## src/include/exec_settings.svh

```systemverilog
`ifndef EXEC_SETTINGS_SVH
`define EXEC_SETTINGS_SVH

// Instructions accepted per cycle
`define EXEC_LANES 2

// Integer datapath width
`define EXEC_XLEN 32

`endif

```

## src/rtl/exec_pkg.sv

```systemverilog
`include "exec_settings.svh"

package exec_pkg;

    // ALU control codes
    typedef enum logic [3:0] {
        ALU_ADD = 4'h0,
        ALU_SUB = 4'h1,
        ALU_OR  = 4'h2,
        ALU_XOR = 4'h3,
        ALU_AND = 4'h4,
        ALU_MUL = 4'h5,
        ALU_DIV = 4'h6,
        ALU_SLL = 4'h7,
        ALU_SRL = 4'h8,
        ALU_SRA = 4'h9,
        ALU_ROR = 4'hA,
        ALU_ROL = 4'hB
    } alu_ctrl_e;

    // Primary opcodes
    localparam logic [5:0] OP_RTYPE = 6'h00;
    localparam logic [5:0] OP_ADDI  = 6'h08;
    localparam logic [5:0] OP_ANDI  = 6'h0C;
    localparam logic [5:0] OP_ORI   = 6'h0D;
    localparam logic [5:0] OP_XORI  = 6'h0E;

    // R-format funct field
    localparam logic [5:0] FN_SLL  = 6'h00;
    localparam logic [5:0] FN_SRL  = 6'h02;
    localparam logic [5:0] FN_SRA  = 6'h03;
    localparam logic [5:0] FN_SLLV = 6'h04;
    localparam logic [5:0] FN_SRLV = 6'h06;
    localparam logic [5:0] FN_SRAV = 6'h07;
    localparam logic [5:0] FN_ROR  = 6'h0C;
    localparam logic [5:0] FN_ROL  = 6'h0D;
    localparam logic [5:0] FN_MUL  = 6'h18;
    localparam logic [5:0] FN_DIV  = 6'h1A;
    localparam logic [5:0] FN_ADD  = 6'h20;
    localparam logic [5:0] FN_SUB  = 6'h22;
    localparam logic [5:0] FN_AND  = 6'h24;
    localparam logic [5:0] FN_OR   = 6'h25;
    localparam logic [5:0] FN_XOR  = 6'h26;

    typedef struct packed {
        logic [5:0] opcode;
        logic [4:0] rs;
        logic [4:0] rt;
        logic [4:0] rd;
        logic [4:0] shamt;
        logic [5:0] funct;
    } r_fmt_t;

    typedef struct packed {
        logic [5:0]  opcode;
        logic [4:0]  rs;
        logic [4:0]  rt;
        logic [15:0] imm;
    } i_fmt_t;

    // Same word, two views
    typedef union packed {
        r_fmt_t r_fmt;
        i_fmt_t i_fmt;
    } instr_u;

    typedef struct packed {
        logic                  valid;
        instr_u                instr;
        logic [`EXEC_XLEN-1:0] rs_val;
        logic [`EXEC_XLEN-1:0] rt_val;
    } lane_in_t;

    typedef struct packed {
        logic                  valid;
        logic                  illegal;
        alu_ctrl_e             ctrl;
        logic [`EXEC_XLEN-1:0] a;
        logic [`EXEC_XLEN-1:0] b;
    } alu_op_t;

    typedef struct packed {
        logic                  valid;
        alu_ctrl_e             ctrl;
        logic [`EXEC_XLEN-1:0] hi;
        logic [`EXEC_XLEN-1:0] lo;
        logic                  zero;
        logic                  neg;
    } alu_res_t;

endpackage

```

## src/rtl/hilo_writeback.sv

```systemverilog
`timescale 1ns/1ps
`include "exec_settings.svh"

module hilo_writeback (
    input  logic                                    clk,
    input  logic                                    rst_n,
    input  exec_pkg::alu_op_t  [`EXEC_LANES-1:0]    decoded,
    input  exec_pkg::alu_res_t [`EXEC_LANES-1:0]    lane_res,
    output exec_pkg::alu_res_t [`EXEC_LANES-1:0]    result,
    output logic               [`EXEC_LANES-1:0]    illegal,
    output logic               [`EXEC_XLEN-1:0]     hi,
    output logic               [`EXEC_XLEN-1:0]     lo
);

    exec_pkg::alu_res_t [`EXEC_LANES-1:0] res_q;
    logic [`EXEC_LANES-1:0] res_valid_q;
    logic [`EXEC_LANES-1:0] retire;
    logic [`EXEC_LANES-1:0] lane_illegal;
    logic                   hilo_we;
    logic [`EXEC_XLEN-1:0]  hi_next;
    logic [`EXEC_XLEN-1:0]  lo_next;

    // Scan lanes in order so the later instruction wins HI/LO
    always_comb begin
        hilo_we = 1'b0;
        hi_next = '0;
        lo_next = '0;
        for (int l = 0; l < `EXEC_LANES; l++) begin
            retire[l]       = decoded[l].valid & ~decoded[l].illegal;
            lane_illegal[l] = decoded[l].illegal;
            if (retire[l] && (lane_res[l].ctrl == exec_pkg::ALU_MUL ||
                              lane_res[l].ctrl == exec_pkg::ALU_DIV)) begin
                hilo_we = 1'b1;
                hi_next = lane_res[l].hi;
                lo_next = lane_res[l].lo;
            end
        end
    end

    always_ff @(posedge clk or negedge rst_n) begin
        if (!rst_n) begin
            res_valid_q <= '0;
            illegal     <= '0;
            hi          <= '0;
            lo          <= '0;
        end else begin
            res_valid_q <= retire;
            illegal     <= lane_illegal;
            if (hilo_we) begin
                hi <= hi_next;
                lo <= lo_next;
            end
        end
    end

    always_ff @(posedge clk) begin
        res_q <= lane_res;
    end

    // Merge the registered valid into each result
    always_comb begin
        for (int l = 0; l < `EXEC_LANES; l++) begin
            result[l]       = res_q[l];
            result[l].valid = res_valid_q[l];
        end
    end

endmodule

```

## config.mk

```make
export PLATFORM = sky130hd
export DESIGN_NAME = hilo_writeback
export DESIGN_NICKNAME = d
export VERILOG_FILES = /design/src/rtl/exec_pkg.sv /design/src/rtl/hilo_writeback.sv
export VERILOG_INCLUDE_DIRS = /design/src /design/src/include
export SDC_FILE = /design/constraint.sdc
export NUM_CORES = 1
export LEC_CHECK = 0
export BUFFER_PORTS_ARGS = -buffer_cell sky130_fd_sc_hd__buf_2
export CORE_AREA = 4 4 188 190
export CTS_CLUSTER_SIZE = 30
export DETAILED_ROUTE_END_ITERATION = 8
export DIE_AREA = 0 0 192 194
export HOLD_SLACK_MARGIN = 0.08
export PLACE_DENSITY_LB_ADDON = 0.25
export SLEW_MARGIN = 20
export SYNTH_ARGS = -nofsm -noshare
export SYNTH_HDL_FRONTEND = slang
export SYNTH_SLANG_ARGS = --single-unit
```

## constraint.sdc

```tcl
create_clock -name clk -period 0.8 [get_ports clk]
set_input_delay 0.04 -clock clk [delete_from_list [all_inputs] [get_ports clk]]
set_output_delay 0.04 -clock clk [all_outputs]
set_load 0.02 [all_outputs]
```

### After elaboration in Yosys (flattened, before gate mapping)

Index checks and enable logic that the tools add are counted.

* bitwise operators: 4
* reduce and logical (&&, ||, !) cells: 4
* multiplexer cells: 6
* equality and inequality tests: 4

Operators with widths (number)
* 32-bit two-way mux: 4
* 4-bit by 3-bit == test with 1-bit output (second input constant): 4
* 1-bit bitwise AND: 2
* 1-bit logical AND: 2
* 1-bit logical OR: 2
* 1-bit two-way mux: 2
* 1-bit NOT: 2

* output and inout bits: 208
* logic and storage cells: 32
* register bits: 208
* input bits: 284

### Logic depth before layout (Yosys ltp)

* depth in word-level cells: 5
* gate-level depth with buffers: 6
* gate-level depth less buffers: 3

### Worst setup path after synthesis

No wires, ideal clock.

* path type: input port to flip-flop
* start: in lane_res[67] (netlist bit)
* end: reg hi[10]
* slack: -322 ps
* buffers on the path: 3
* data required time: 718 ps
* cell stages on the path: 6
* arrival time: 1040 ps
* library setup time: 82 ps
* cells stage by stage: xnor2_1 > buf_6 > buf_8 > buf_6 > or3b_1 > a31oi_1

* longest elaborated chain between the ends: 5
* elaborated cells on any way between the ends: 8
* classes of those cells: 2 x eq/ne; 4 x mux; 2 x reduce/logical

Ends and longest elaborated chain
* start: declaration: line hilo_writeback.sv:8 `` input exec_pkg::alu_res_t [`EXEC_LANES-1:0] lane_res, ``
* 4-bit by 3-bit == test with 1-bit output, on equally long branches: line hilo_writeback.sv:31, hilo_writeback.sv:32
* 1-bit logical OR (*): line hilo_writeback.sv:31 `if (retire[l] && (lane_res[l].ctrl == exec_pkg::ALU_MUL ||`
* 1-bit logical AND (*): line hilo_writeback.sv:31
* 32-bit two-way mux or 1-bit two-way mux (tied branches) (2 in a row): line hilo_writeback.sv:31
* end signal: assignment: line hilo_writeback.sv:50 `hi <= hi_next;`
* end: declaration: line hilo_writeback.sv:11 `` output logic [`EXEC_XLEN-1:0] hi, ``

Every way passes the cells marked *; elsewhere a longest branch is shown, timed or not.
A chain may end at the register's enable or synchronous reset.

### Worst setup path after layout

* start: reg hi[25]
* end: out hi[25]

No word-level cell between the ends.

==> impl_results.md <==
* Synth Area in XOR/XNOR at 0.2740%
* Fin crit share at 148.7%
* Row count at 67
* Mapped Area at 0.006392 mm^2
* Routed wire per std cell at 19.43 um
* Maximum fanout along the worst path at 2
* Slew headroom at 59.74%
* Mean Syn Cell Area at about 12 um^2
* Worst endpoint required time at 760 ps
* Clk pin slew, worst setup/hold paths at 60 ps
* Post-synth top area cell: dfxtp_1
* Final #Nets at approximately 1,300
* RSZ-0062 raised after global routing: true
* Final core occ at 39.23%
* Drt total wl at 29,370 um
* Power per cell area at ~2500 mW/mm^2
* Initial DRT Pass Iterations at 4
* Main combinational cell family by area after synthesis: simple AND/OR/NAND/NOR gates
* Leak at 5.614 nW
* Synth top area share at roughly 44%
* Sequential area share after synthesis at 70.46%
* Commonest cells after routing, fill and taps aside: buf_6 (221), dlygate4sd3_1 (145), dfxtp_2 (140)
* Setup crit end kind: primary output
* Die X at 192 um
* Num CTS Buffers at 24
* Maximum clock insertion buffer count at 3
* Worst-margin pin slew at 603.9 ps
* Die area at 0.03725 mm^2
* Worst Setup Start Kind: flop
* DP Cell Count at 1,297
* Max-slew violation count at 0
* Placed wire-length estimate at around 18,000 um
* Vias/cell at 4.176
* Diode count at 0
* Maximum vdd drop at 1646 uV
* FILL cells at 3,173
* Clock Latency Late Sink at 510 ps
* Worst hold slack at 71.61 ps
* IO Pins at 492
* Via count at 6,310
* Clk sink count at 208
* Detailed router's first-iteration violation count at roughly 170
* Synth Area in Simple Gates at 14.43%
* Gr usage total at 13.57%
* Remaining DRCs at 0
* Final Non-Filler Cells at 1,511
* PortBufs at 353
* Status: complete, but fails checks
* Synth cell types at 16
* Layout Area Growth over Synthesis at 105.3%
* Die height at 194 um
* Adder-cell share of the synthesized area at 0%
* Final hold viol count at 0
* Detail Route Antenna Nets at 0
* Overall power at between 0.03 and 0.04 W
* GP Congestion at ~0.74
* Setup ws final at -389.2 ps
* Initial Util at 19.11%
* H-tree depth at 1
* Commonest non-fill, non-tap cell in the layout: buf_6
* Grt ovf at 0
* Initial antenna violation count at 0
* Root buffer cell: clkbuf_16
* Largest net degree at the start of global routing at 66
* Worst Hold Class: in2async
* Syn_nets at 804
* Final Setup Violations at 245
* Area fraction in compound gates after synthesis at 11.27%
* Failing checks: setup timing
* First-pass GRT wire length at between 40,000 and 50,000 um
* Tmin final at 1189 ps
* Setup Skew at 0 ps
* Share of cells above drive strength 1 at 57.20%
* Vias in the first global route at 6,636
* Synth Instances at 520
* Mux cell area share after synthesis at 0%
* # Max-Cap Violations at 0
* Top cells by area, synth: dfxtp_1 (44%), dfrtp_1 (27%), or3b_1 (8.8%)
* Arr. time, crit path at 1150 ps
* Flops & latches, synth at 208
* Core area at 0.03345 mm^2
* CTS tree: done
* CP Class: reg2out
* Upper clock frequency limit at 0.8409 GHz
* Ys Warns at 0
[cells in the mapped netlist]
cell type and n:
buf_6 3, nor3_1 64, nor2b_1 2, clkbuf_1 36, nand4bb_1 2, o21ai_0 24
xnor2_1 2, a31oi_1 64, o21ai_1 40, or3b_1 64, buf_1 1, dfrtp_1 68
dfxtp_1 140, or2_1 1, buf_8 1, buf_2 8
[cell families (layout without fill, tap and decap cells)]
group	count (synthesis)	in the layout
buffers and inverters	49	592
AO/OA/AOI/OAI	128	128
flip-flops	208	208
XOR/XNOR	2	2
AND/OR/NAND/NOR	133	133
[routing by layer]
| layer | share of wire [%] | wire [um] | track usage (%) | up-vias |
|---|---|---|---|---|
| met5 | 0 | 0 | 0 | - |
| met3 | 9.7 | 2858 | 4.915 | 37 |
| met1 | 41 | 12090 | 17.12 | 3029 |
| li1 | - | - | - | 2944 |
| met4 | 2.4 | 711 | 3.698 | 0 |
| met2 | 47 | 13700 | 21.94 | 300 |
[final cells by class]
type	instances	area, um^2	share of cell area (%)
multi-input cells	263	1804	13.75
clock buffers	36	758.2	5.779
repair buffers	548	5246	39.98
clock inverters	8	72.57	0.5531
flip-flops and latches	208	4679	35.66
well taps	448	560.5	4.272
[what timing repair did]
item                                   CTS  global route
pin swaps                                0            50
endpoints found under the hold margin  276             1
resized for setup                      557            50
gates cloned                             0            10
hold buffers                           146             1
buffers inserted                         6            13
setup endpoints to repair              208           340
[worst max-delay path, stage by stage (launching register included)]
cell	delay, ps
dfrtp_1	390
buf_6	120
buf_6	120
[where the power goes]
| group | leakage [nW] | total (W) | switching, W | internal, W |
|---|---|---|---|---|
| logic | 3.21 | 0.00846 | 0.00404 | 0.00442 |
| clock network | 0.417 | 0.0114 | 0.00448 | 0.00688 |
| registers | 1.99 | 0.0128 | 0.000924 | 0.0118 |
| total | 5.61 | 0.0326 | 0.00945 | 0.0231 |
[stage by stage]
stage / TNS (ps) / setup WS (ps) / cell area (um^2)
final: -47210 / -389.2 / 13120
after global routing: -56310 / -427.1 / 13120
after floorplan: -18690 / -313.3 / 6422
after detailed placement: -32520 / -550.4 / 8866
after CTS: -53950 / -420.5 / 12680
after global placement: -31610 / -515.3 / 8866
[flip-flops by register name (all words and copies together) (netlist names)]
register     cells
hi              32
illegal          2
lo              32
res_valid_q      2
result         140
[path summary, 6_finish.rpt]
| kind | startpoint | end | slack, ps | cells past startpoint |
|---|---|---|---|---|
| hold / removal | rst_n | lo[13]$_DFFE_PN0P_ | 70 | 3 |
| max in group asynchronous | rst_n | hi[5]$_DFFE_PN0P_ | 500 | 4 |
| setup / recovery | hi[25]$_DFFE_PN0P_ | hi[25] | -390 | 2 |
| setup reg to reg | hi[25]$_DFFE_PN0P_ | hi[25]$_DFFE_PN0P_ | -90 | 4 |
| hold reg to reg | lo[27]$_DFFE_PN0P_ | lo[27]$_DFFE_PN0P_ | 570 | 2 |
| min in group clk | decoded[139] | hi[30]$_DFFE_PN0P_ | 70 | 4 |
Power figures use the tool's default switching activity.
