===== config.mk =====
export PLATFORM = sky130hd
export DESIGN_NAME = issue_decode
export DESIGN_NICKNAME = d
export VERILOG_FILES = /design/src/rtl/exec_pkg.sv /design/src/rtl/issue_decode.sv
export VERILOG_INCLUDE_DIRS = /design/src /design/src/include
export SDC_FILE = /design/constraint.sdc
export NUM_CORES = 1
export LEC_CHECK = 0
export ABC_AREA = 1
export BUFFER_PORTS_ARGS = -buffer_cell sky130_fd_sc_hd__buf_2
export CAP_MARGIN = 20
export CORE_AREA = 2 2 129 131
export CTS_BUF_LIST = sky130_fd_sc_hd__clkbuf_4 sky130_fd_sc_hd__clkbuf_8 sky130_fd_sc_hd__clkbuf_16
export DETAILED_ROUTE_END_ITERATION = 8
export DIE_AREA = 0 0 131 133
export GPL_TIMING_DRIVEN = 0
export PLACE_DENSITY = 0.71
export SYNTH_ARGS = -nofsm -noshare
export SYNTH_HDL_FRONTEND = slang
export SYNTH_SLANG_ARGS = --single-unit

===== constraint.sdc =====
create_clock -name clk -period 0.8 [get_ports clk]
set_clock_uncertainty 0.15 [all_clocks]
set_input_delay 0.12 -clock clk [delete_from_list [all_inputs] [get_ports clk]]
set_output_delay 0.12 -clock clk [all_outputs]
set_load 0.02 [all_outputs]

===== src/include/exec_settings.svh =====
`ifndef EXEC_SETTINGS_SVH
`define EXEC_SETTINGS_SVH

// Instructions accepted per cycle
`define EXEC_LANES 2

// Integer datapath width
`define EXEC_XLEN 32

`endif


===== src/rtl/exec_pkg.sv =====
`include "exec_settings.svh"

package exec_pkg;

    // ALU control codes
    typedef enum logic [3:0] {
        ALU_ADD = 4'h0,
        ALU_SUB = 4'h1,
        ALU_OR  = 4'h2,
        ALU_XOR = 4'h3,
        ALU_AND = 4'h4,
        ALU_MUL = 4'h5,
        ALU_DIV = 4'h6,
        ALU_SLL = 4'h7,
        ALU_SRL = 4'h8,
        ALU_SRA = 4'h9,
        ALU_ROR = 4'hA,
        ALU_ROL = 4'hB
    } alu_ctrl_e;

    // Primary opcodes
    localparam logic [5:0] OP_RTYPE = 6'h00;
    localparam logic [5:0] OP_ADDI  = 6'h08;
    localparam logic [5:0] OP_ANDI  = 6'h0C;
    localparam logic [5:0] OP_ORI   = 6'h0D;
    localparam logic [5:0] OP_XORI  = 6'h0E;

    // R-format funct field
    localparam logic [5:0] FN_SLL  = 6'h00;
    localparam logic [5:0] FN_SRL  = 6'h02;
    localparam logic [5:0] FN_SRA  = 6'h03;
    localparam logic [5:0] FN_SLLV = 6'h04;
    localparam logic [5:0] FN_SRLV = 6'h06;
    localparam logic [5:0] FN_SRAV = 6'h07;
    localparam logic [5:0] FN_ROR  = 6'h0C;
    localparam logic [5:0] FN_ROL  = 6'h0D;
    localparam logic [5:0] FN_MUL  = 6'h18;
    localparam logic [5:0] FN_DIV  = 6'h1A;
    localparam logic [5:0] FN_ADD  = 6'h20;
    localparam logic [5:0] FN_SUB  = 6'h22;
    localparam logic [5:0] FN_AND  = 6'h24;
    localparam logic [5:0] FN_OR   = 6'h25;
    localparam logic [5:0] FN_XOR  = 6'h26;

    typedef struct packed {
        logic [5:0] opcode;
        logic [4:0] rs;
        logic [4:0] rt;
        logic [4:0] rd;
        logic [4:0] shamt;
        logic [5:0] funct;
    } r_fmt_t;

    typedef struct packed {
        logic [5:0]  opcode;
        logic [4:0]  rs;
        logic [4:0]  rt;
        logic [15:0] imm;
    } i_fmt_t;

    // Same word, two views
    typedef union packed {
        r_fmt_t r_fmt;
        i_fmt_t i_fmt;
    } instr_u;

    typedef struct packed {
        logic                  valid;
        instr_u                instr;
        logic [`EXEC_XLEN-1:0] rs_val;
        logic [`EXEC_XLEN-1:0] rt_val;
    } lane_in_t;

    typedef struct packed {
        logic                  valid;
        logic                  illegal;
        alu_ctrl_e             ctrl;
        logic [`EXEC_XLEN-1:0] a;
        logic [`EXEC_XLEN-1:0] b;
    } alu_op_t;

    typedef struct packed {
        logic                  valid;
        alu_ctrl_e             ctrl;
        logic [`EXEC_XLEN-1:0] hi;
        logic [`EXEC_XLEN-1:0] lo;
        logic                  zero;
        logic                  neg;
    } alu_res_t;

endpackage


===== src/rtl/issue_decode.sv =====
`timescale 1ns/1ps
`include "exec_settings.svh"

module issue_decode (
    input  logic                                    clk,
    input  logic                                    rst_n,
    input  exec_pkg::lane_in_t [`EXEC_LANES-1:0]    bundle,
    output exec_pkg::alu_op_t  [`EXEC_LANES-1:0]    decoded
);

    for (genvar lane = 0; lane < `EXEC_LANES; lane++) begin : g_lane
        exec_pkg::instr_u      instr;
        exec_pkg::alu_ctrl_e   ctrl_d;
        exec_pkg::alu_ctrl_e   ctrl_q;
        logic [`EXEC_XLEN-1:0] a_d;
        logic [`EXEC_XLEN-1:0] b_d;
        logic [`EXEC_XLEN-1:0] a_q;
        logic [`EXEC_XLEN-1:0] b_q;
        logic                  illegal_d;
        logic                  valid_q;
        logic                  illegal_q;

        assign instr = bundle[lane].instr;

        always_comb begin
            ctrl_d    = exec_pkg::ALU_ADD;
            a_d       = bundle[lane].rs_val;
            b_d       = bundle[lane].rt_val;
            illegal_d = 1'b0;
            if (instr.r_fmt.opcode == exec_pkg::OP_RTYPE) begin
                case (instr.r_fmt.funct)
                    exec_pkg::FN_ADD:  ctrl_d = exec_pkg::ALU_ADD;
                    exec_pkg::FN_SUB:  ctrl_d = exec_pkg::ALU_SUB;
                    exec_pkg::FN_AND:  ctrl_d = exec_pkg::ALU_AND;
                    exec_pkg::FN_OR:   ctrl_d = exec_pkg::ALU_OR;
                    exec_pkg::FN_XOR:  ctrl_d = exec_pkg::ALU_XOR;
                    exec_pkg::FN_MUL:  ctrl_d = exec_pkg::ALU_MUL;
                    exec_pkg::FN_DIV:  ctrl_d = exec_pkg::ALU_DIV;
                    exec_pkg::FN_SLLV: ctrl_d = exec_pkg::ALU_SLL;
                    exec_pkg::FN_SRLV: ctrl_d = exec_pkg::ALU_SRL;
                    exec_pkg::FN_SRAV: ctrl_d = exec_pkg::ALU_SRA;
                    exec_pkg::FN_ROR:  ctrl_d = exec_pkg::ALU_ROR;
                    exec_pkg::FN_ROL:  ctrl_d = exec_pkg::ALU_ROL;
                    // Constant shifts take the amount from the word
                    exec_pkg::FN_SLL: begin
                        ctrl_d = exec_pkg::ALU_SLL;
                        b_d    = {27'd0, instr.r_fmt.shamt};
                    end
                    exec_pkg::FN_SRL: begin
                        ctrl_d = exec_pkg::ALU_SRL;
                        b_d    = {27'd0, instr.r_fmt.shamt};
                    end
                    exec_pkg::FN_SRA: begin
                        ctrl_d = exec_pkg::ALU_SRA;
                        b_d    = {27'd0, instr.r_fmt.shamt};
                    end
                    default: illegal_d = 1'b1;
                endcase
            end else begin
                case (instr.i_fmt.opcode)
                    exec_pkg::OP_ADDI: begin
                        ctrl_d = exec_pkg::ALU_ADD;
                        b_d    = {{16{instr.i_fmt.imm[15]}}, instr.i_fmt.imm};
                    end
                    exec_pkg::OP_ANDI: begin
                        ctrl_d = exec_pkg::ALU_AND;
                        b_d    = {16'd0, instr.i_fmt.imm};
                    end
                    exec_pkg::OP_ORI: begin
                        ctrl_d = exec_pkg::ALU_OR;
                        b_d    = {16'd0, instr.i_fmt.imm};
                    end
                    exec_pkg::OP_XORI: begin
                        ctrl_d = exec_pkg::ALU_XOR;
                        b_d    = {16'd0, instr.i_fmt.imm};
                    end
                    default: illegal_d = 1'b1;
                endcase
            end
            // Illegal lanes run a harmless 0 + 0
            if (illegal_d) begin
                ctrl_d = exec_pkg::ALU_ADD;
                a_d    = '0;
                b_d    = '0;
            end
        end

        always_ff @(posedge clk or negedge rst_n) begin
            if (!rst_n) begin
                valid_q   <= 1'b0;
                illegal_q <= 1'b0;
            end else begin
                valid_q   <= bundle[lane].valid;
                illegal_q <= bundle[lane].valid & illegal_d;
            end
        end

        always_ff @(posedge clk) begin
            ctrl_q <= ctrl_d;
            a_q    <= a_d;
            b_q    <= b_d;
        end

        assign decoded[lane] = '{valid: valid_q, illegal: illegal_q,
                                 ctrl: ctrl_q, a: a_q, b: b_q};
    end

endmodule


Word level (Yosys, flattened, before mapping)
Index checks and enable logic that the tools add are counted.
Storage, ports and cells
  input bits: 196
  output and inout bits: 140
  logic and storage cells: 84
  register bits after elaboration: 140
Cells by class
  reduce and logical (&&, ||, !) cells: 18
  equality and inequality tests: 36
  multiplexer cells: 18
  bitwise logic cells: 2
Operators by type and width (count)
  two-way mux 32 bit: 4
  case mux 32 bit (2 select lines): 2
  case mux 4 bit (11 select lines): 2
  == test 6 x 4 -> 1 bit (second input constant): 12
  == test 6 bit (second input constant): 10
  == test 6 x 3 -> 1 bit (second input constant): 6
  OR reduction 15 bit: 2
  == test 6 x 2 -> 1 bit (second input constant): 4
  == test 6 x 5 -> 1 bit (second input constant): 4
  logical NOT 6 bit: 4
  case mux 3 bit (3 select lines): 2
  OR reduction 2 bit: 6
  OR reduction 3 bit: 4
  two-way mux 4 bit: 2
  OR reduction 4 bit: 2
  two-way mux 1 bit: 6
  bitwise AND 1 bit: 2

Depth between registers and ports, before layout
Gate-level depths: netlist (run 1).
  depth after elaboration: 5
  mapped depth: 11

Worst setup path after synthesis (run 1)
OpenSTA, ideal clock, no wires.
  kind: input -> register
  start point: in bundle[166] in the netlist's numbering
  end point: reg g_lane[1].b_q[5]
  library setup time: 0.118 ns
  path buffers: 2
  data arrival time: 1.107 ns
  setup slack: -0.575 ns
  cell stages on the path: 11
  required time: 0.532 ns
  path through: nor2_1 > buf_2 > nand3_1 > nand2_1 > nor2_1 > nand2_1 > nor2_2 > nand2_4 > nand2_8 > buf_8 > nor2_2
On the way
  word-level cells in the longest chain between the ends: 4
  elaborated cells on any way between the ends: 22
  those cells by class: 14 x eq/ne; 5 x mux; 3 x reduce/logical
Ends and longest elaborated chain
  from (decl): line issue_decode.sv:7  | input exec_pkg::lane_in_t [`EXEC_LANES-1:0] bundle,
  == test 6 x 2 -> 1 bit, or another cell as far along: line issue_decode.sv:31  | case (instr.r_fmt.funct)
  OR reduction 15 bit (no source line) or OR reduction 3 bit (tied branches)
  two-way mux 1 bit or two-way mux 32 bit (tied branches): line issue_decode.sv:31
  two-way mux 1 bit or two-way mux 32 bit (tied branches): line issue_decode.sv:30  | if (instr.r_fmt.opcode == exec_pkg::OP_RTYPE) begin
  to (signal assigned): line issue_decode.sv:101  | b_q <= b_d;
  to (decl): line issue_decode.sv:18  | logic [`EXEC_XLEN-1:0] b_q;
Parallel ways exist; a longest one is shown, timed or not.
A chain may end at the register's enable or synchronous reset.

Worst setup path in the final report (run 1)
  start point: in bundle[65] in the netlist's numbering
  end point: reg g_lane[0].b_q[25]
On the way
  word-level cells in the longest chain between the ends: 4
  elaborated cells on any way between the ends: 21
  those cells by class: 14 x eq/ne; 4 x mux; 3 x reduce/logical
Ends and longest elaborated chain (line)
  == test 6 x 2 -> 1 bit, or another cell as far along: issue_decode.sv:31
  OR reduction 15 bit (no source line) or OR reduction 3 bit (tied branches)
  two-way mux 1 bit or two-way mux 32 bit (tied branches): issue_decode.sv:31
  two-way mux 1 bit or two-way mux 32 bit (tied branches): issue_decode.sv:30
  to (signal assigned): issue_decode.sv:101
  to (decl): issue_decode.sv:18
Parallel ways exist; a longest one is shown, timed or not.

==> results of run 1 <==
## flip-flops by register name, indices dropped and copies added, names as in the netlist
| register | flops |
|---|---|
| g_lane.a_q | 64 |
| g_lane.b_q | 64 |
| g_lane.ctrl_q | 8 |
| g_lane.illegal_q | 2 |
| g_lane.valid_q | 2 |
## synth_stat cells (2+ instances only)
| master | instances | area, sq um |
|---|---|---|
| sky130_fd_sc_hd__nor2_1 | 196 | 735.7 |
| sky130_fd_sc_hd__dfxtp_1 | 136 | 2723 |
| sky130_fd_sc_hd__inv_1 | 133 | 499.2 |
| sky130_fd_sc_hd__o21ai_0 | 81 | 405.4 |
| sky130_fd_sc_hd__nand2_1 | 76 | 285.3 |
| sky130_fd_sc_hd__nand3_1 | 32 | 160.2 |
| sky130_fd_sc_hd__o211ai_1 | 24 | 180.2 |
| sky130_fd_sc_hd__nor2_2 | 15 | 93.84 |
| sky130_fd_sc_hd__or2_2 | 14 | 87.58 |
| sky130_fd_sc_hd__buf_6 | 12 | 135.1 |
| sky130_fd_sc_hd__a21oi_1 | 9 | 45.04 |
| sky130_fd_sc_hd__clkbuf_1 | 9 | 33.78 |
| sky130_fd_sc_hd__buf_2 | 7 | 35.03 |
| sky130_fd_sc_hd__a211oi_1 | 5 | 37.54 |
| sky130_fd_sc_hd__buf_4 | 5 | 37.54 |
| sky130_fd_sc_hd__nand3b_1 | 5 | 37.54 |
| sky130_fd_sc_hd__dfrtp_1 | 4 | 100.1 |
| sky130_fd_sc_hd__inv_2 | 4 | 15.01 |
| sky130_fd_sc_hd__nor2_4 | 4 | 45.04 |
| sky130_fd_sc_hd__nor3_1 | 4 | 20.02 |
| sky130_fd_sc_hd__nand3_2 | 3 | 30.03 |
| sky130_fd_sc_hd__nand2_2 | 2 | 12.51 |
| sky130_fd_sc_hd__nand2_4 | 2 | 22.52 |
| sky130_fd_sc_hd__o211ai_4 | 2 | 42.54 |
## critical path: cells and delay by family
family	cells	cell delay, ps
AO/OA/AOI/OAI	2	600
buffers and inverters	5	540
AND/OR/NAND/NOR	3	360
## repair_timing
action | CTS | global route
buffers inserted | 73 | 16
resized for setup | 639 | 260
endpoints found under the hold margin | 144 | 61
cloned | 21 | 1
endpoints found under the setup margin | 274 | 278
pin swaps | 60 | 65
## power groups by stage
stage	Combinational (W)	Sequential (W)	Clock, W
after floorplan	0.000892	0.00757	0
after global placement	0.00196	0.00735	0
after detailed placement	0.00198	0.00735	0
after CTS	0.00311	0.00727	0.00792
after global routing	0.00393	0.00729	0.00834
final	0.00373	0.00729	0.00799
## final cells by class
cell class / instances / share of cell area, %
antenna: 6 / 0.1182
buffer: 28 / 2.856
clock buffer: 19 / 3.565
clock inverter: 12 / 1.024
inverter: 138 / 4.570
multi-input combinational: 485 / 28.05
sequential: 140 / 23.56
tap: 220 / 2.167
timing repair buffer: 475 / 34.09
## metal layers
layer | share of wire, % | GRT usage (%) | vias to the layer above | routed length (um)
li1 | - | - | 3455 | -
met1 | 33 | 31.49 | 3664 | 10210
met2 | 51 | 54.69 | 547 | 15810
met3 | 8.8 | 7.683 | 188 | 2732
met4 | 7.1 | 17.08 | 4 | 2197
met5 | 0.074 | 0 | - | 23
## metrics by stage
| step | util (%) | setup slack, ps | instance area (sq um) | TNS (ps) |
|---|---|---|---|---|
| after global routing | 78.54 | -1106 | 12700 | -114400 |
| after detailed placement | 49.02 | -964.8 | 7928 | -117750 |
| after global placement | 49.02 | -947.7 | 7928 | -117130 |
| after floorplan | - | -517.2 | 6076 | -65620 |
| after CTS | 73.38 | -462.1 | 11870 | -95950 |
| final | 78.55 | -667.0 | 12700 | -106330 |
## kinds of logic (layout without fill, tap and decap cells)
| logic type | Yosys count | after routing | share of synthesized area (%) |
|---|---|---|---|
| flip-flops | 140 | 140 | 47.57 |
| buffers and inverters | 174 | 672 | 13.24 |
| AO/OA/AOI/OAI | 122 | 122 | 12.10 |
| other | 0 | 6 | 0 |
| AND/OR/NAND/NOR | 359 | 363 | 27.08 |
## layout by cell type (no fill, tap or decap), drive strengths merged
master	Yosys	final
nand2	81	85
dfxtp	136	136
clkinv	0	6
nand4	3	3
buf	26	425
nor3b	1	1
nor2	215	215
a211oi	5	5
nand3	35	35
dfrtp	4	4
o21ai	81	81
o211ai	26	26
dlygate4sd3	0	67
nand3b	5	5
a21boi	1	1
bufinv	0	1
or2	15	15
diode	0	6
a21oi	9	9
clkbuf	10	30
nor3	4	4
inv	138	143
## worst min-delay path by stage
| stage | end | cells after the start | slack [ps] |
|---|---|---|---|
| final | g_lane[0].ctrl_q[0]$_SDFF_PP0_ | 4 | -160 |
| after detailed placement | g_lane[1].valid_q$_DFF_PN0_ | 1 | -200 |
| after CTS | g_lane[0].ctrl_q[0]$_SDFF_PP0_ | 4 | -200 |
| after global routing | g_lane[0].ctrl_q[0]$_SDFF_PP0_ | 4 | -170 |
| after global placement | g_lane[1].valid_q$_DFF_PN0_ | 1 | -200 |
| after floorplan | g_lane[0].illegal_q$_DFF_PN0_ | 0 | -330 |
==> metrics.log, run 1 <==
[metrics] status: complete, but fails checks
[metrics] failing checks: hold timing, setup timing
[metrics] Max stage delay on crit path: 440 ps
[metrics] top_reg_cell synth: sky130_fd_sc_hd__dfxtp_1
[metrics] die height: 133 um
[metrics] footprint of the multi-input gates: ~3600 sq um
[metrics] total number of clock tree sinks: between 100 and 150
[metrics] clock tree from TritonCTS: built
[metrics] Sw Ratio: 28.97%
[metrics] clock transition at the registers of the reported paths: ~60 ps
[metrics] global routing usage summed across all routing layers: 30.37%
[metrics] global placement routability congestion: 0.8643
[metrics] number of enable flip-flop cells after synthesis: 0
[metrics] Critical Path End Type: flip-flop
[metrics] P&R area growth vs syn: 114.1%
[metrics] Max Fclk: 681.7 MHz
[metrics] hold-fix buffers at CTS: 67
[metrics] CP max FO: 10
[metrics] footprint of the flip-flops and latches: about 3000 sq um
[metrics] min-delay src: bundle[90]
[metrics] part of the total power dissipated in the clock network: 42.1%
[metrics] endpoint required time on the critical path: approximately 970 ps
[metrics] cell with the largest stage delay on the worst path: sky130_fd_sc_hd__o21ai_0
[metrics] start point of the critical path: bundle[65]
[metrics] final hold violations: between 50 and 60
[metrics] final hold slack: -160.9 ps
[metrics] Worst slew margin: between 60% and 70%
[metrics] cell chain of the critical path: buf_12 -> clkinv_8 -> nand2_8 -> nand3_4 -> buf_4 -> inv_4 -> clkbuf_4 -> o21ai_0 -> o21ai_2 -> nor2_4
[metrics] number of buffers inserted during clock tree synthesis: 17
[metrics] number of max-slew violations in the final report: 0
[metrics] routed len/inst: 20.34 um
[metrics] Max Cap Viol: 0
[metrics] count of final setup violators: 278
[metrics] initial antenna violation count: 7
[metrics] overall power: 0.01901 W
[metrics] Initial Util: between 30% and 40%
[metrics] die outline width: 131 um
[metrics] logic gate share of total power: between 10% and 20%
[metrics] cell area after synthesis: 5933 sq um
[metrics] vias in the first global route: 7818
[metrics] GR Overflow Total: 0
[metrics] first-pass GRT wire length: 40430 um
[metrics] net switching power: 0.005507 W
[metrics] Min Clock Period, post-route: 1467 ps
[metrics] gate count of the mapped netlist: 795
[metrics] vias after detailed routing: ~7900
[metrics] # port buffers: 315
[metrics] power share of the sequential group: a little under two fifths
[metrics] Root Buffer: sky130_fd_sc_hd__clkbuf_16
[metrics] FILL cells: around 860
[metrics] number of DRC markers after the initial detailed-route iteration: between 400 and 500
[metrics] fin crit share: 183.4%
[metrics] detailed-placement wirelength estimate: 14020 um
[metrics] aggregate routed wire length: 30970 um
[metrics] residual DRC count: 0
[metrics] kind of start point of the critical path: input pin
[metrics] 1st-pass router iterations: 5
[metrics] arrival time reported for the critical path endpoint: 1640 ps
[metrics] via-per-instance ratio: 5.160
[metrics] CP Class: in2reg
[metrics] capture point of the worst path: g_lane[0].b_q[25]$_SDFF_PP0_
[metrics] H-tree lvl count: 4
[metrics] placeable core area: 16170 sq um
[metrics] Nets: 1481
[metrics] I/O pin total: 336
[metrics] Power per Cell Area: around 1500 nW/um^2
[metrics] fin worst setup slack: -667.0 ps
[metrics] standby leakage power: 6.025 nW
[metrics] non-filler cells, final: 1523
[metrics] average cell area after synthesis: 7.463 sq um
[metrics] pin count of the biggest net entering global routing: 17
[metrics] Int Pwr: 0.01350 W
[metrics] Placed Cells: 1330
[metrics] worst vdd rail ir drop: 1.467 mV
[metrics] Hold Path Class: in2reg
[metrics] synthesis-stage register bit count: 140
[metrics] Slew @ Worst Pin: 516.5 ps
[metrics] number of cell rows: 47
[metrics] number of warnings reported in the yosys synthesis log: 0
[metrics] Final ANT Viol Nets: 0
[metrics] layout cells sized above 1: approximately two thirds
[metrics] Max Buffers Root-to-Sink: 2
[metrics] post-synthesis async set-or-reset flop share: 2.857%
[metrics] number of distinct library cells after synthesis: 35
[metrics] Die ar.: 17420 sq um
[metrics] post-synthesis sequential area ratio: between 40% and 50%
[metrics] setup repair after global routing missed its margin: true
[metrics] total nets after synthesis: 991
No activity file was read; power rests on OpenSTA's default activity.
==> run 2: changes to the inputs <==
- ABC_AREA: 1 -> default
- CORE_AREA: 2 2 129 131 -> 2 2 130 132
- DIE_AREA: 0 0 131 133 -> 0 0 132 134
- PLACE_DENSITY: 0.71 -> 0.64
- SKIP_CTS_REPAIR_TIMING: default -> 1
==> metrics.log, run 2 <==
[metrics] status: complete, but fails checks
[metrics] failing checks: hold timing, setup timing
[metrics] largest area contributor in the synthesized netlist: sky130_fd_sc_hd__dfxtp_1
[metrics] CP Class: in2reg
[metrics] setup repair after global routing missed its margin: true
[metrics] CP max FO: 10
[metrics] total nets after synthesis: between 600 and 700
[metrics] Power per Cell Area: between 1500 and 2000 nW/um^2
[metrics] mux cell area share after synthesis: 4.926%
[metrics] Critical Path End Type: flip-flop
[metrics] cell with the largest stage delay on the worst path: sky130_fd_sc_hd__or4_4
[metrics] proportion of netlist area held by the largest area contributor: 53.33%
[metrics] number of enable flip-flop cells after synthesis: 0
[metrics] overall power: 0.01800 W
[metrics] Post-Synth Adder-Cell Area: 0.4167%
[metrics] simple-gate area share of the yosys netlist: 20.17%
[metrics] post-synthesis sequential area ratio: 55.29%
[metrics] first-pass GRT wire length: 23960 um
[metrics] Max Fclk: around 610 MHz
[metrics] fin worst setup slack: -830.7 ps
[metrics] final hold slack: -183.9 ps
[metrics] cell family contributing the most delay on the critical path: simple AND/OR/NAND/NOR gates
[metrics] met1 GRT Util: 19.45%
[metrics] Die ar.: around 18000 sq um
[metrics] most common cell after layout, fill and taps aside: sky130_fd_sc_hd__buf_2
[metrics] layer with the highest usage after global routing: met2
[metrics] standby leakage power: about 5.3 nW
[metrics] 1st-pass router iterations: 4
[metrics] Nets: 1145
[metrics] Slew @ Worst Pin: 463.9 ps
[metrics] clock transition at the registers of the reported paths: roughly 60 ps
[metrics] via-per-instance ratio: 4.609
[metrics] met2 layer usage reported by global route: 29.86%
[metrics] # port buffers: about 310
[metrics] share of the synthesized area in compound gates (AO/OA/AOI/OAI): 13.24%
[metrics] kind of start point of the critical path: input pin
[metrics] pin count of the biggest net entering global routing: 17
[metrics] Min Clock Period, post-route: 1631 ps
[metrics] I/O pin total: 336
[metrics] global placement routability congestion: 0.8422
[metrics] die height: between 100 and 150 um
[metrics] average cell area after synthesis: 10.70 sq um
[metrics] number of distinct library cells after synthesis: 56
[metrics] met3 layer usage reported by global route: about 7.2%
[metrics] worst vdd rail ir drop: 1.521 mV
[metrics] die outline width: 132 um
[metrics] clock tree from TritonCTS: built
[metrics] initial antenna violation count: 0
[metrics] routed len/inst: about 18 um
[metrics] number of cell rows: 47
[metrics] post-synthesis async set-or-reset flop share: 2.857%
[metrics] antenna diode count: 0
[metrics] number of warnings reported in the yosys synthesis log: 0
[metrics] gate count of the mapped netlist: 477
[metrics] fraction of synthesized cell area in xor and xnor cells: less than 1%
[metrics] cell area after synthesis: 5105 sq um
[metrics] Hold Path Class: in2reg
[metrics] H-tree lvl count: 4
[metrics] Initial Util: 31.34%
[metrics] cell chain of the critical path: buf_4 -> or4_4 -> or3_4 -> o2bb2ai_4 -> clkbuf_4 -> nor2b_1
[metrics] final hold violations: between 40 and 50
[metrics] global routing usage summed across all routing layers: 17.31%
[metrics] post-route core utilization: 67.96%
[metrics] footprint of the multi-input gates: around 2700 sq um
[metrics] residual DRC count: 0
[metrics] most instantiated cells after synthesis: sky130_fd_sc_hd__dfxtp_1, sky130_fd_sc_hd__nor2b_1, sky130_fd_sc_hd__a21o_1, sky130_fd_sc_hd__mux2i_1
[metrics] top cells by area, synth: sky130_fd_sc_hd__dfxtp_1, sky130_fd_sc_hd__nor2b_1, sky130_fd_sc_hd__a21o_1
[metrics] GR Overflow Total: 0
[metrics] number of DRC markers after the initial detailed-route iteration: 254
[metrics] Max Buffers Root-to-Sink: 2
[metrics] arrival time reported for the critical path endpoint: 1790 ps
[metrics] detailed-placement wirelength estimate: 12060 um
[metrics] number of buffers inserted during clock tree synthesis: 17
[metrics] count of final setup violators: 278
[metrics] most repeated cell in the gate-level netlist after synthesis: sky130_fd_sc_hd__dfxtp_1
[metrics] Max stage delay on crit path: 490 ps
[metrics] top_reg_cell synth: sky130_fd_sc_hd__dfxtp_1
[metrics] biggest regs: g_lane.a_q (64), g_lane.b_q (64), g_lane.ctrl_q (8)
[metrics] commonest cells after routing, fill and taps aside: sky130_fd_sc_hd__buf_2, sky130_fd_sc_hd__buf_6, sky130_fd_sc_hd__dfxtp_2
[metrics] layout cells sized above 1: slightly below 70%
[metrics] synthesis-stage register bit count: 140
[metrics] vias after detailed routing: 5448
[metrics] Worst slew margin: 69.07%
[metrics] Root Buffer: sky130_fd_sc_hd__clkbuf_16
[metrics] fin crit share: 203.8%
[metrics] combinational family with the most area after synthesis: simple AND/OR/NAND/NOR gates
[metrics] Max Cap Viol: 0
[metrics] aggregate routed wire length: approximately 21000 um
[metrics] number of max-slew violations in the final report: 0
[metrics] P&R area growth vs syn: 116.9%
[metrics] endpoint required time on the critical path: 960 ps
[metrics] vias in the first global route: between 4000 and 5000
[metrics] Final ANT Viol Nets: 0
[metrics] total number of clock tree sinks: 140
[metrics] footprint of the flip-flops and latches: 2989 sq um
[metrics] placeable core area: 16290 sq um
[metrics] Worst Path Buf+Inv: 2
[metrics] FILL cells: 1116
-- run 2: power breakdown --
| group | internal [W] | leakage (nW) | switching (W) |
|---|---|---|---|
| combinational | 0.00135 | 3.75 | 0.000955 |
| sequential | 0.00706 | 1.21 | 0.0000382 |
| clock | 0.00535 | 0.305 | 0.00325 |
| total | 0.0138 | 5.27 | 0.00425 |
-- run 2: logic make-up after synthesis --
group | Yosys count
DFF | 140
muxes | 25
buffers and inverters | 50
xor gates and xnor gates | 5
adders and majority gates | 2
and+or+nand+nor | 163
AOI/OAI and AO/OA | 92
-- run 2: through the flow --
step | instance area, sq um | TNS [ps] | cells | setup WS [ps] | hold slack (ps)
after floorplan | 5499 | -100010 | 477 | -993.6 | -325.6
after global placement | 7341 | -143570 | 1010 | -1362 | -222.1
after CTS | 7983 | -137150 | 1042 | -949.3 | -657.6
final | 11070 | -120120 | 1182 | -830.7 | -183.9
after detailed placement | 7341 | -147470 | 1010 | -1407 | -217.4
after global routing | 11070 | -127850 | 1182 | -871.7 | -181.4
-- run 2: cell type report --
class	instances	area share (%)
clock buffers	18	3.910
flip-flops and latches	140	27.00
plain buffers	31	3.311
inverters	12	0.5086
well taps	220	2.486
clock inverters	14	1.887
repair buffers	460	36.84
multi-input cells	287	24.05
-- run 2: final timing paths --
kind	slack, ps	end	from	depth (start not counted)
min in group asynchronous	-90	g_lane[1].illegal_q$_DFF_PN0_	rst_n	2
min	-180	g_lane[1].ctrl_q[2]$_SDFF_PP0_	bundle[189]	3
max	-830	g_lane[0].a_q[11]$_SDFF_PP0_	bundle[91]	6
max in group asynchronous	460	g_lane[0].illegal_q$_DFF_PN0_	rst_n	2
-- run 2: layer usage --
layer	wire length [um]	vias up
met3	1437	35
met4	564	0
met5	0	-
met2	10990	229
met1	7818	2594
li1	-	2590
